--- src/mipsPkg.sv ---
package mipsPkg;

    typedef logic [31:0] word_t;
    typedef logic [4:0]  regAddr_t;
    typedef logic [3:0]  aluOp_t;
    typedef logic [2:0]  lsType_t;
    typedef logic [2:0]  brType_t;
    typedef logic [4:0]  excCode_t;

    // ALU operations, as produced by the decoder
    localparam aluOp_t ALU_ADD  = 4'd0;
    localparam aluOp_t ALU_ADDU = 4'd1;
    localparam aluOp_t ALU_SUB  = 4'd2;
    localparam aluOp_t ALU_SUBU = 4'd3;
    localparam aluOp_t ALU_AND  = 4'd4;
    localparam aluOp_t ALU_OR   = 4'd5;
    localparam aluOp_t ALU_XOR  = 4'd6;
    localparam aluOp_t ALU_NOR  = 4'd7;
    localparam aluOp_t ALU_SLT  = 4'd8;
    localparam aluOp_t ALU_SLTU = 4'd9;
    localparam aluOp_t ALU_SLL  = 4'd10;
    localparam aluOp_t ALU_SRL  = 4'd11;
    localparam aluOp_t ALU_SRA  = 4'd12;
    localparam aluOp_t ALU_LUI  = 4'd13;

    // Access width and sign of loads and stores
    localparam lsType_t LS_BYTE  = 3'd0;
    localparam lsType_t LS_BYTEU = 3'd1;
    localparam lsType_t LS_HALF  = 3'd2;
    localparam lsType_t LS_HALFU = 3'd3;
    localparam lsType_t LS_WORD  = 3'd4;

    localparam brType_t BR_EQ  = 3'd0;
    localparam brType_t BR_NE  = 3'd1;
    localparam brType_t BR_LEZ = 3'd2;
    localparam brType_t BR_GTZ = 3'd3;
    localparam brType_t BR_LTZ = 3'd4;
    localparam brType_t BR_GEZ = 3'd5;

    // Cause register codes
    localparam excCode_t EXC_ADEL = 5'd4;
    localparam excCode_t EXC_ADES = 5'd5;
    localparam excCode_t EXC_SYS  = 5'd8;
    localparam excCode_t EXC_BP   = 5'd9;
    localparam excCode_t EXC_RI   = 5'd10;
    localparam excCode_t EXC_OV   = 5'd12;

endpackage

--- src/aluUnit.sv ---
module aluUnit (
    input  mipsPkg::word_t  srcA,
    input  mipsPkg::word_t  srcB,
    input  logic [4:0]      shamt,
    input  mipsPkg::aluOp_t aluOp,
    output mipsPkg::word_t  aluResult,
    output logic            overflow
);
    import mipsPkg::*;

    word_t sum;
    word_t diff;

    assign sum  = srcA + srcB;
    assign diff = srcA - srcB;

    always_comb begin
        case (aluOp)
            ALU_ADD, ALU_ADDU: begin
                aluResult = sum;
            end
            ALU_SUB, ALU_SUBU: begin
                aluResult = diff;
            end
            ALU_AND:  aluResult = srcA & srcB;
            ALU_OR:   aluResult = srcA | srcB;
            ALU_XOR:  aluResult = srcA ^ srcB;
            ALU_NOR:  aluResult = ~(srcA | srcB);
            ALU_SLT:  aluResult = {31'd0, $signed(srcA) < $signed(srcB)};
            ALU_SLTU: aluResult = {31'd0, srcA < srcB};
            // Shifts operate on rt, which arrives on srcB
            ALU_SLL:  aluResult = srcB << shamt;
            ALU_SRL:  aluResult = srcB >> shamt;
            ALU_SRA:  aluResult = word_t'($signed(srcB) >>> shamt);
            ALU_LUI:  aluResult = {srcB[15:0], 16'd0};
            default:  aluResult = '0;
        endcase
    end

    // Only the trapping forms report overflow
    always_comb begin
        case (aluOp)
            ALU_ADD: begin
                overflow = (srcA[31] == srcB[31]) && (sum[31] != srcA[31]);
            end
            ALU_SUB: begin
                overflow = (srcA[31] != srcB[31]) && (diff[31] != srcA[31]);
            end
            default: begin
                overflow = 1'b0;
            end
        endcase
    end

endmodule

--- src/branchResolve.sv ---
module branchResolve (
    input  logic             branch,
    input  mipsPkg::brType_t brType,
    input  mipsPkg::word_t   srcA,
    input  mipsPkg::word_t   srcB,
    input  mipsPkg::word_t   pcE,
    input  mipsPkg::word_t   branchOffset,
    output logic             actualTake,
    output mipsPkg::word_t   pcBranch
);
    import mipsPkg::*;

    logic  condMet;
    logic  aIsZero;
    word_t offsetBytes;

    assign aIsZero = (srcA == '0);

    always_comb begin
        case (brType)
            BR_EQ:   condMet = (srcA == srcB);
            BR_NE:   condMet = (srcA != srcB);
            BR_LEZ:  condMet = srcA[31] || aIsZero;
            BR_GTZ:  condMet = !srcA[31] && !aIsZero;
            BR_LTZ:  condMet = srcA[31];
            BR_GEZ:  condMet = !srcA[31];
            default: condMet = 1'b0;
        endcase
    end

    assign actualTake = branch && condMet;

    // Offset counts instructions and is relative to the delay slot
    assign offsetBytes = {branchOffset[29:0], 2'b00};
    assign pcBranch    = pcE + 32'd4 + offsetBytes;

endmodule

--- src/exMem.sv ---
module exMem (
    input  logic              clk,
    input  logic              reset,
    input  logic              flush,
    input  logic              stall,
    input  mipsPkg::word_t    pcE,
    input  mipsPkg::word_t    instrE,
    input  mipsPkg::word_t    aluResultE,
    input  mipsPkg::word_t    rtValueE,
    input  mipsPkg::word_t    pcBranchE,
    input  mipsPkg::regAddr_t regWriteAddrE,
    input  mipsPkg::lsType_t  lsTypeE,
    input  logic              branchE,
    input  logic              predTakeE,
    input  logic              actualTakeE,
    input  logic              overflowE,
    input  logic              inDelaySlotE,
    input  logic              regWriteEnE,
    input  logic              memReadEnE,
    input  logic              memWriteEnE,
    input  logic              memToRegE,
    input  logic              riE,
    input  logic              brkE,
    input  logic              syscallE,
    output mipsPkg::word_t    pcM,
    output mipsPkg::word_t    instrM,
    output mipsPkg::word_t    aluResultM,
    output mipsPkg::word_t    rtValueM,
    output mipsPkg::word_t    pcBranchM,
    output mipsPkg::regAddr_t regWriteAddrM,
    output mipsPkg::lsType_t  lsTypeM,
    output logic              branchM,
    output logic              predTakeM,
    output logic              actualTakeM,
    output logic              overflowM,
    output logic              inDelaySlotM,
    output logic              regWriteEnM,
    output logic              memReadEnM,
    output logic              memWriteEnM,
    output logic              memToRegM,
    output logic              riM,
    output logic              brkM,
    output logic              syscallM
);

    logic [11:0] ctrlM;

    // Flush wins over stall and inserts a zero bubble
    always_ff @(posedge clk) begin
        if (reset || flush) begin
            pcM           <= '0;
            instrM        <= '0;
            aluResultM    <= '0;
            rtValueM      <= '0;
            pcBranchM     <= '0;
            regWriteAddrM <= '0;
            lsTypeM       <= '0;
            ctrlM         <= '0;
        end else if (!stall) begin
            pcM           <= pcE;
            instrM        <= instrE;
            aluResultM    <= aluResultE;
            rtValueM      <= rtValueE;
            pcBranchM     <= pcBranchE;
            regWriteAddrM <= regWriteAddrE;
            lsTypeM       <= lsTypeE;
            ctrlM         <= {branchE, predTakeE, actualTakeE, overflowE, inDelaySlotE,
                              regWriteEnE, memReadEnE, memWriteEnE, memToRegE,
                              riE, brkE, syscallE};
        end
    end

    assign {branchM, predTakeM, actualTakeM, overflowM, inDelaySlotM, regWriteEnM,
            memReadEnM, memWriteEnM, memToRegM, riM, brkM, syscallM} = ctrlM;

    // A bubble leaves no control bit set for the M stage
    bubbleAfterClear: assert property (@(posedge clk) (reset || flush) |=> (ctrlM == '0))
        else $error("exMem control not cleared after reset or flush");

    holdUnderStall: assert property (@(posedge clk)
        (stall && !flush && !reset) |=>
            $stable({pcM, instrM, aluResultM, rtValueM, pcBranchM,
                     regWriteAddrM, lsTypeM, ctrlM}))
        else $error("exMem outputs changed while stalled");

endmodule

--- src/memStage.sv ---
module memStage (
    input  mipsPkg::word_t    pcM,
    input  mipsPkg::word_t    aluResultM,
    input  mipsPkg::word_t    rtValueM,
    input  mipsPkg::word_t    pcBranchM,
    input  mipsPkg::regAddr_t regWriteAddrM,
    input  mipsPkg::lsType_t  lsTypeM,
    input  logic              branchM,
    input  logic              predTakeM,
    input  logic              actualTakeM,
    input  logic              overflowM,
    input  logic              inDelaySlotM,
    input  logic              regWriteEnM,
    input  logic              memReadEnM,
    input  logic              memWriteEnM,
    input  logic              memToRegM,
    input  logic              riM,
    input  logic              brkM,
    input  logic              syscallM,
    input  mipsPkg::word_t    memReadData,
    output mipsPkg::word_t    memAddr,
    output mipsPkg::word_t    memWriteData,
    output logic [3:0]        memByteEn,
    output logic              memReadReq,
    output logic              memWriteReq,
    output logic              wbEn,
    output mipsPkg::regAddr_t wbAddr,
    output mipsPkg::word_t    wbData,
    output logic              excValid,
    output mipsPkg::excCode_t excCode,
    output mipsPkg::word_t    excPc,
    output logic              mispredict,
    output mipsPkg::word_t    redirectPc
);
    import mipsPkg::*;

    logic [1:0] byteOff;
    logic [4:0] bitOff;
    logic       misaligned;
    logic [3:0] laneMask;
    word_t      laneData;
    word_t      loadData;

    assign byteOff = aluResultM[1:0];
    assign bitOff  = {byteOff, 3'b000};

    always_comb begin
        case (lsTypeM)
            LS_BYTE, LS_BYTEU: begin
                misaligned = 1'b0;
                laneMask   = 4'b0001;
            end
            LS_HALF, LS_HALFU: begin
                misaligned = byteOff[0];
                laneMask   = 4'b0011;
            end
            default: begin
                misaligned = (byteOff != 2'b00);
                laneMask   = 4'b1111;
            end
        endcase
    end

    // Highest priority first, address errors come last
    always_comb begin
        excValid = 1'b1;
        if (riM) begin
            excCode = EXC_RI;
        end else if (syscallM) begin
            excCode = EXC_SYS;
        end else if (brkM) begin
            excCode = EXC_BP;
        end else if (overflowM) begin
            excCode = EXC_OV;
        end else if (memReadEnM && misaligned) begin
            excCode = EXC_ADEL;
        end else if (memWriteEnM && misaligned) begin
            excCode = EXC_ADES;
        end else begin
            excValid = 1'b0;
            excCode  = '0;
        end
    end

    assign memAddr      = {aluResultM[31:2], 2'b00};
    assign memByteEn    = laneMask << byteOff;
    assign memWriteData = rtValueM << bitOff;
    assign memReadReq   = memReadEnM && !excValid;
    assign memWriteReq  = memWriteEnM && !excValid;

    // The addressed lane moves down to bit 0 before extension
    assign laneData = memReadData >> bitOff;

    always_comb begin
        case (lsTypeM)
            LS_BYTE:  loadData = {{24{laneData[7]}}, laneData[7:0]};
            LS_BYTEU: loadData = {24'd0, laneData[7:0]};
            LS_HALF:  loadData = {{16{laneData[15]}}, laneData[15:0]};
            LS_HALFU: loadData = {16'd0, laneData[15:0]};
            default:  loadData = laneData;
        endcase
    end

    assign wbEn   = regWriteEnM && !excValid;
    assign wbAddr = regWriteAddrM;
    assign wbData = memToRegM ? loadData : aluResultM;

    assign excPc = inDelaySlotM ? pcM - 32'd4 : pcM;

    assign mispredict = branchM && (predTakeM != actualTakeM);
    assign redirectPc = actualTakeM ? pcBranchM : pcM + 32'd8;

    // A single instruction never drives both directions of the bus
    always_comb begin
        busExclusive: assert (!(memReadReq && memWriteReq))
            else $error("memStage raised read and write requests together");
    end

endmodule

--- src/executeMemTop.sv ---
module executeMemTop (
    input  logic              clk,
    input  logic              reset,
    input  logic              flush,
    input  logic              stall,
    input  mipsPkg::word_t    pcE,
    input  mipsPkg::word_t    instrE,
    input  mipsPkg::word_t    srcA,
    input  mipsPkg::word_t    srcB,
    input  logic [4:0]        shamt,
    input  mipsPkg::aluOp_t   aluOp,
    input  logic              branch,
    input  mipsPkg::brType_t  brType,
    input  logic              predTake,
    input  mipsPkg::word_t    branchOffset,
    input  logic              inDelaySlot,
    input  mipsPkg::regAddr_t regWriteAddr,
    input  logic              regWriteEn,
    input  logic              memReadEn,
    input  logic              memWriteEn,
    input  logic              memToReg,
    input  mipsPkg::lsType_t  lsType,
    input  mipsPkg::word_t    rtValue,
    input  logic              ri,
    input  logic              brk,
    input  logic              syscall,
    input  mipsPkg::word_t    memReadData,
    output mipsPkg::word_t    memAddr,
    output logic [3:0]        memByteEn,
    output mipsPkg::word_t    memWriteData,
    output logic              memReadReq,
    output logic              memWriteReq,
    output logic              wbEn,
    output mipsPkg::regAddr_t wbAddr,
    output mipsPkg::word_t    wbData,
    output logic              excValid,
    output mipsPkg::excCode_t excCode,
    output mipsPkg::word_t    excPc,
    output logic              mispredict,
    output mipsPkg::word_t    redirectPc
);
    import mipsPkg::*;

    word_t    aluResult;
    word_t    pcBranch;
    logic     overflow;
    logic     actualTake;

    word_t    pcM, aluResultM, rtValueM, pcBranchM;
    regAddr_t regWriteAddrM;
    lsType_t  lsTypeM;
    logic     branchM, predTakeM, actualTakeM, overflowM, inDelaySlotM;
    logic     regWriteEnM, memReadEnM, memWriteEnM, memToRegM;
    logic     riM, brkM, syscallM;

    aluUnit aluUnit_i (
        .srcA,
        .srcB,
        .shamt,
        .aluOp,
        .aluResult,
        .overflow
    );

    branchResolve branchResolve_i (
        .branch,
        .brType,
        .srcA,
        .srcB,
        .pcE,
        .branchOffset,
        .actualTake,
        .pcBranch
    );

    // The instruction word rides along for debug only
    exMem exMem_i (
        .clk,
        .reset,
        .flush,
        .stall,
        .pcE,
        .instrE,
        .aluResultE    (aluResult),
        .rtValueE      (rtValue),
        .pcBranchE     (pcBranch),
        .regWriteAddrE (regWriteAddr),
        .lsTypeE       (lsType),
        .branchE       (branch),
        .predTakeE     (predTake),
        .actualTakeE   (actualTake),
        .overflowE     (overflow),
        .inDelaySlotE  (inDelaySlot),
        .regWriteEnE   (regWriteEn),
        .memReadEnE    (memReadEn),
        .memWriteEnE   (memWriteEn),
        .memToRegE     (memToReg),
        .riE           (ri),
        .brkE          (brk),
        .syscallE      (syscall),
        .pcM,
        .instrM        (),
        .aluResultM,
        .rtValueM,
        .pcBranchM,
        .regWriteAddrM,
        .lsTypeM,
        .branchM,
        .predTakeM,
        .actualTakeM,
        .overflowM,
        .inDelaySlotM,
        .regWriteEnM,
        .memReadEnM,
        .memWriteEnM,
        .memToRegM,
        .riM,
        .brkM,
        .syscallM
    );

    memStage memStage_i (
        .pcM,
        .aluResultM,
        .rtValueM,
        .pcBranchM,
        .regWriteAddrM,
        .lsTypeM,
        .branchM,
        .predTakeM,
        .actualTakeM,
        .overflowM,
        .inDelaySlotM,
        .regWriteEnM,
        .memReadEnM,
        .memWriteEnM,
        .memToRegM,
        .riM,
        .brkM,
        .syscallM,
        .memReadData,
        .memAddr,
        .memWriteData,
        .memByteEn,
        .memReadReq,
        .memWriteReq,
        .wbEn,
        .wbAddr,
        .wbData,
        .excValid,
        .excCode,
        .excPc,
        .mispredict,
        .redirectPc
    );

endmodule

--- config.mk ---
export PLATFORM = sky130hd
export DESIGN_NAME = executeMemTop
export DESIGN_NICKNAME = d
export VERILOG_FILES = /design/src/mipsPkg.sv /design/src/aluUnit.sv /design/src/branchResolve.sv /design/src/exMem.sv /design/src/memStage.sv /design/src/executeMemTop.sv
export SDC_FILE = /design/constraint.sdc
export NUM_CORES = 1
export LEC_CHECK = 0
export BUFFER_PORTS_ARGS = -buffer_cell sky130_fd_sc_hd__buf_2
export CAP_MARGIN = 40
export CORE_ASPECT_RATIO = 2
export CORE_MARGIN = 2
export CORE_UTILIZATION = 40
export DETAILED_ROUTE_END_ITERATION = 10
export GPL_TIMING_DRIVEN = 0
export MAX_ROUTING_LAYER = met4
export PLACE_DENSITY_LB_ADDON = 0.05
export SETUP_SLACK_MARGIN = 0.5
export SLEW_MARGIN = 20
export SYNTH_ARGS = -nofsm -noshare
export SYNTH_HDL_FRONTEND = slang
export SYNTH_SLANG_ARGS = --single-unit
--- constraint.sdc ---
create_clock -name clk -period 5.25 [get_ports clk]
set_input_delay 1.05 -clock clk [delete_from_list [all_inputs] [get_ports clk]]
set_output_delay 1.05 -clock clk [all_outputs]
set_load 0.02 [all_outputs]
==> run_results.csv, run 1 <==
group,metric,value,unit
logic_synthesis,async_reset_ff_share,0,%
global_route,grt_max_degree,17,
status,run_status,"complete, no violations",
timing,fmax,0.214,GHz
setup_path,r2r_start,"exMem_i.aluResultM[0]",
setup_path,critPathArrivalTime,5.02,ns
placement,placedCellCount,3683,
clock_tree,cts_sinks,146,
placement,place_area,21900,sq um
logic_synthesis,synth-xor-area-share,6.27,%
layout,final_area,22600,sq um
placement,globalplace.congestion,1.08,
clock_tree,post_cts.repair.setup_buffers,0,
global_route,grt_pass1_vias,21400,
clock_tree,htree_levels,4,
clock_tree,cts_tree,"built",
logic_synthesis,synth_mux_area_share,14.0,%
floorplanning,die-height,312,um
timing,fin_crit_sh,89.1,%
pwr,power_frac_clock,28.8,%
setup_path,critPathKind,"primary input to flop",
hold_path,holdPathEnd,"exMem_i.pcBranchM[25]",
timing,slew_violations,0,
hold_path,hold_depth,2,
setup_path,startpoint_type,"primary input",
floorplanning,die_width,158,um
timing,worstMarginPinSlew,0.952,ns
global_route,grt_overflow,0,
clock_tree,clkTransAtPathRegs,0.06,ns
placement,dpl.hpwl,80100,um
timing,slew_headroom,35.9,%
timing,final_hold_viol_count,0,
pwr,p_int,2.63,mW
pwr,pwr-share-seq,26.4,%
drt,vias_per_cell,6.03,
hold_path,hold_path.class,"flop to flop",
logic_synthesis,synth_edf_count,0,
logic_synthesis,synth_top_family_by_area,"compound AO/OA/AOI/OAI gates",
global_route,grt_pass1_wl,141000,um
logic_synthesis,yosysWarnings,0,
pwr,power_density,199,nW/um^2
layout,stdcell_count,3723,
placement,port_buffers,394,
setup_path,crit_slowest_cell,"a31oi_1",
logic_synthesis,ys_seq_area_share,15.4,%
drt,post_drt_wl_per_cell,26.3,um
setup_path,r2r-end,"exMem_i.aluResultM[0]",
logic_synthesis,synth_compound_area_share,25.0,%
pwr,p_total,4.51,mW
floorplanning,io_pins,437,
setup_path,end_kind,"flop",
clock_tree,clockBufferDepth,2,
logic_synthesis,synth_area,19000,sq um
layout,fin_nets,3498,
clock_tree,clk_latency,0.43,ns
setup_path,path_cells,"buf_2, ha_1, fa_1, a211o_1, a211o_1, a31oi_1, o21ai_0, a31oi_1, o31ai_1, a31oi_1, xnor2_1, nand2_1, a211oi_1",
floorplanning,die_area,49300,sq um
drt,drt_iter0_markers,2153,
clock_tree,root_buffer,"clkbuf_16",
setup_path,required,5.59,ns
drt,route.detailed.drc,0,
timing,fin_skew,0,ns
pwr,switching_share,41.7,%
hold_path,hp-start,"exMem_i.pcBranchM[25]",
logic_synthesis,synth_flop_cell,"dfxtp_1",
global_route,track_usage,39.7,%
logic_synthesis,synthAdderAreaFrac,11.2,%
logic_synthesis,avgSynthCellArea,7.21,sq um
logic_synthesis,synthDistinctLibCells,84,
setup_path,rrSetupSlack,3.16,ns
pwr,combPwrFrac,44.8,%
logic_synthesis,yosys.area_share.simple,20.2,%
floorplanning,start_util,40.2,%
pwr,p_sw,1.88,mW
global_route,antenna_found_initial,8,
timing,finalSetupViolCount,0,
layout,final_util,47.9,%
timing,hold_ws,0.459,ns
setup_path,max_stage_delay,0.50,ns
clock_tree,cts_buffers,17,
setup_path,reg2regPathDepth,6,
timing,final.min_clock_period,4.68,ns
drt,drtPass1Iterations,6,
pwr,ir_drop,0.189,mV
drt,totalWireLength,98000,um
drt,vias,22400,
logic_synthesis,netlist_instances,2635,
logic_synthesis,ys_ff_latch,146,
layout,syn_to_final_growth,19.0,%
layout,drive_gt1_share,19.1,%
pwr,p_leak,10.3,nW
floorplanning,core,47200,sq um
setup_path,worstPathMaxFanout,8,
job,drv_cap,0,
timing,rsz0062_at_grt,"false",
drt,antenna_left,0,
setup_path,cp_common_cell,"a31oi_1",
floorplanning,row_count,113,
Yosys cell counts (6+ instances only):
cell       number  area, sq um
a2111oi_0       8         70.1
a211o_1        10         87.6
a211oi_1       53          398
a21o_1         31          233
a21oi_1       220         1100
a221oi_1       19          166
a222oi_1        6         60.1
a22oi_1        34          255
a31oi_1        18          113
and2_1         18          113
and3_1         20          125
buf_1          37          139
buf_2          21          105
buf_4          40          300
clkbuf_1      137          514
dfxtp_1       146         2920
ha_1          165         2060
inv_1         116          435
mux2_2         13          146
mux2i_1       173         1730
mux4_2         35          788
nand2_1       234          878
nand2b_1       13         81.3
nand3_1        42          210
nand4_1        22          138
nor2_1        361         1360
nor2b_1        35          219
nor3_1         49          245
nor4_1         23          144
o211ai_1       18          135
o21a_1         12         90.1
o21ai_0       191          956
o21bai_1       28          210
o221ai_1        7         61.3
o22a_1          8         70.1
o22ai_1        13         81.3
o31a_1          7         61.3
o31ai_1        15          113
or2_2          13         81.3
or3_1          10         62.6
xnor2_1        82          718
xor2_1         54          473
sequential cells by signal (all words and copies together), names as in the netlist:
signal / cells
exMem_i.pcM: 30
exMem_i.ctrlM: 12
exMem_i.pcBranchM: 32
exMem_i.rtValueM: 32
exMem_i.aluResultM: 32
exMem_i.regWriteAddrM: 5
exMem_i.lsTypeM: 3
power groups by stage:
stage	combinational (mW)	clock (mW)	sequential, mW
finish	2.02	1.30	1.19
global route	2.14	1.37	1.19
CTS	1.96	1.32	1.19
detailed placement	1.95	0	1.21
global placement	1.94	0	1.21
floorplan	1.23	0	1.20
what timing repair did:
item / 4_1_cts / 5_1_grt
hold endpoints to repair: 0 / 0
pin swaps: 0 / 0
resized for setup: 1 / 4
hold buffers: 0 / 0
endpoints found under the setup margin: 1 / 6
cells by family (layout without fill, tap and decap cells):
| logic type | after synthesis | after routing |
|---|---|---|
| buf+inv | 353 | 801 |
| flops | 146 | 146 |
| compound gates | 746 | 746 |
| mux | 221 | 221 |
| other cells | 1 | 9 |
| xor+xnor | 136 | 136 |
| fa+ha+maj | 168 | 168 |
| simple gates | 864 | 864 |
how the worst max path moves through the flow:
stage | start | endpoint | slack, ns
final | srcB[0] | exMem_i.aluResultM[20] | 0.57
after global placement | srcB[4] | exMem_i.aluResultM[17] | -0.1
after floorplan | pcE[3] | exMem_i.pcBranchM[31] | 1.21
after global routing | exMem_i.aluResultM[0] | wbData[28] | 0.51
after detailed placement | srcB[4] | exMem_i.aluResultM[27] | 0.33
after CTS | exMem_i.pcM[3] | redirectPc[31] | 0.62
critical path: cells and delay by family:
family                   cells  cell delay [ns]
adder cells (fa/ha/maj)      2             0.75
AND/OR/NAND/NOR              1             0.15
XOR/XNOR                     1             0.19
AO/OA/AOI/OAI                8             2.69
buffers and inverters        1             0.19
through the flow:
stage	setup WS, ns	setup TNS, ns
3_3_place_gp	-0.0979	-0.121
6_report	0.572	0
3_5_place_dp	0.330	0
2_1_floorplan	1.21	0
4_1_cts	0.625	0
5_1_grt	0.514	0
cells in the final DEF (no fill, tap or decap), drive strengths merged, types with 31 or more instances in the layout:
cell type    n
a21oi      220
a22oi       34
o21ai      192
nor2       361
a211oi      54
a21o        31
nor3        49
nand3       42
dfxtp      146
clkbuf     156
nand2      235
nor2b       35
xor2        54
ha         165
inv        123
mux4        35
xnor2       82
buf        513
mux2i      173
layer usage:
metal,global-route usage (%),up-vias,share of wire (%)
li1,-,10300,-
met5,-,-,0
met4,25.9,0,8.1
met3,5.89,325,7.7
met2,61.1,1234,45
met1,47.7,10600,39
area by class of cell:
| class | count | area, sq um |
|---|---|---|
| sequential | 146 | 2920 |
| multi-input combinational | 2138 | 14600 |
| buffer | 235 | 1060 |
| antenna | 6 | 15.0 |
| clock inverter | 13 | 171 |
| fill | 5143 | 24600 |
| clock buffer | 19 | 443 |
| timing repair buffer | 416 | 2160 |
| tap | 632 | 791 |
| inverter | 118 | 443 |
Note: power is estimated with default switching activity, not from simulation.
==> run 2: changes to the inputs <==
--- a/config.mk
+++ b/config.mk
@@ -9,7 +9,7 @@
 export CAP_MARGIN = 40
 export CORE_ASPECT_RATIO = 2
 export CORE_MARGIN = 2
-export CORE_UTILIZATION = 40
+export CORE_UTILIZATION = 36
 export DETAILED_ROUTE_END_ITERATION = 10
 export GPL_TIMING_DRIVEN = 0
 export MAX_ROUTING_LAYER = met4
==> constraint.sdc (replaced) <==
create_clock -name clk -period 5 [get_ports clk]
set_input_delay 1 -clock clk [delete_from_list [all_inputs] [get_ports clk]]
set_output_delay 1 -clock clk [all_outputs]
set_load 0.02 [all_outputs]
==> run 2 against run 1 <==
Utilization is 4.3 points lower. Sequential share of layout area is 0.13 points lower. Sequential cell count stayed put. Clock-buffer cell count is 2 lower. Clock skew did not move. Die area up 11%. Worst hold slack worse by 0.0012 ns. Total power up 9.1%. Sequential power up 5%. Largest cell class unchanged. Worst setup slack worse by 0.17 ns. Register-to-register slack got worse by 0.35 ns.
==> run_results.csv, run 2 (same netlist as run 1, synthesis figures left out) <==
group,metric,value,unit
clock_tree,root_buffer,"clkbuf_16",
drt,totalWireLength,117000,um
pwr,pwr-share-seq,25.4,%
drt,vias_per_cell,6.14,
setup_path,end_kind,"flop",
floorplanning,die-height,329,um
drt,vias,23100,
clock_tree,cts_tree,"built",
timing,final_hold_viol_count,0,
placement,dpl.hpwl,98300,um
floorplanning,die_area,54700,sq um
global_route,grt_pass1_wl,163000,um
timing,worstMarginPinSlew,0.990,ns
pwr,switching_share,46.2,%
floorplanning,die_width,166,um
layout,fin_nets,3503,
layout,stdcell_count,3766,
global_route,antenna_found_initial,13,
timing,finalSetupViolCount,0,
drt,drt_iter0_markers,1992,
global_route,grt_overflow,0,
layout,drive_gt1_share,19.9,%
pwr,power_density,215,nW/um^2
layout,syn_to_final_growth,20.3,%
floorplanning,io_pins,437,
pwr,p_total,4.92,mW
drt,antenna_left,0,
job,drv_cap,0,
placement,globalplace.congestion,1.11,
layout,final_area,22800,sq um
drt,drtPass1Iterations,9,
clock_tree,htree_levels,4,
layout,final_cell_mix,"422 x buf_2, 358 x nor2_1, 234 x nand2_1",
floorplanning,row_count,119,
timing,slew_violations,0,
global_route,grt_max_degree,19,
global_route,track_usage,42.4,%
floorplanning,start_util,36.2,%
setup_path,startpoint_type,"primary input",
global_route,grt_pass1_vias,23200,
setup_path,worstPathMaxFanout,10,
timing,fin_skew,0,ns
pwr,p_int,2.64,mW
pwr,p_leak,10.4,nW
timing,slew_headroom,33.6,%
layout,final_common_cell,"buf_2",
timing,fmax,0.218,GHz
placement,port_buffers,394,
placement,placedCellCount,3712,
clock_tree,clockBufferDepth,2,
floorplanning,core,52400,sq um
setup_path,critPathKind,"primary input to flop",
pwr,power_frac_clock,27.9,%
placement,place_area,22000,sq um
pwr,p_sw,2.27,mW
drt,route.detailed.drc,0,
clock_tree,clkTransAtPathRegs,0.07,ns
hold_path,hold_path.class,"flop to flop",
pwr,ir_drop,0.284,mV
timing,final.min_clock_period,4.60,ns
setup_path,required,5.32,ns
layout,n_fill_cell,5579,
pwr,combPwrFrac,46.6,%
layout,multi_input_area,14700,sq um
layout,seqCellArea,2920,sq um
clock_tree,cts_sinks,146,
clock_tree,cts_buffers,17,
status,run_status,"complete, no violations",
clock_tree,clk_latency,0.46,ns
timing,fin_crit_sh,91.9,%
timing,rsz0062_at_grt,"false",
layout,reg.largest.list,"exMem_i.aluResultM: 32 flops, exMem_i.pcBranchM: 32 flops, exMem_i.rtValueM: 32 flops",
setup_path,critPathArrivalTime,4.92,ns
drt,post_drt_wl_per_cell,31.0,um
==> run 2: changes by cell type in the layout (fill, tap and decap cells not counted), moves of 4 or more <==
cell	before	now
buf_1	40	36
buf_6	8	12
clkbuf_1	138	133
clkbuf_2	0	5
diode_2	6	11
inv_8	1	6
==> run 2: final timing paths <==
path / startpoint / end / slack (ns) / cells after the start
setup / recovery: shamt[3] / exMem_i.aluResultM[12] / 0.40 / 11
hold / removal: exMem_i.pcBranchM[18] / exMem_i.pcBranchM[18] / 0.46 / 2
setup reg to reg: exMem_i.aluResultM[1] / exMem_i.aluResultM[1] / 2.81 / 5
hold reg to reg: exMem_i.pcBranchM[18] / exMem_i.pcBranchM[18] / 0.46 / 2
==> run 2: repair_timing <==
action	in CTS	in global routing
setup buffers	0	1
setup endpoints to repair	16	22
resized for setup	8	23
hold buffers	0	0
pin swaps	0	3
hold endpoints to repair	0	0
==> run 2: power groups by stage <==
stage               clock [mW]  sequential, mW  combinational (mW)
detailed placement           0            1.28                2.18
CTS                       1.38            1.25                2.20
finish                    1.37            1.25                2.29
global placement             0            1.28                2.16
floorplan                    0            1.26                1.29
global route              1.42            1.26                2.39
==> run 2: cell type report <==
type                       instances  area share [%]
tap                              665            3.64
buffer                           235            4.66
clock inverter                    15           0.767
antenna                           11           0.121
clock buffer                      17            1.86
timing repair buffer             421            9.71
multi-input combinational       2138            64.5
inverter                         118            1.94
sequential                       146            12.8
==> run 2: through the flow <==
step           utilization (%)  TNS, ns  setup slack (ns)  hold WS (ns)
2_1_floorplan                -        0              1.01         0.425
3_3_place_gp              41.6    -2.35            -0.799         0.438
3_5_place_dp              41.9   -0.173            -0.105         0.443
4_1_cts                   43.1        0             0.479         0.460
5_1_grt                   43.6        0             0.510         0.481
6_report                  43.6        0             0.405         0.458
==> run 2: critical path, cell delays in order <==
cell,delay (ns)
buf_2,0.11
clkbuf_1,0.50
clkbuf_1,0.63
clkbuf_1,0.64
nor2_1,0.11
nor3_1,0.28
nor2_1,0.12
o22ai_1,0.58
o21ai_0,0.18
a21oi_1,0.61
o21ai_0,0.15
==> run 2: layer usage <==
layer	part of all wire (%)	track usage, %	vias up	wire, um
li1	-	-	10300	-
met1	31	37.8	10900	36600
met2	49	73.6	1368	57400
met3	6.6	7.48	618	7660
met4	13	43.2	0	15100
met5	0	-	-	0
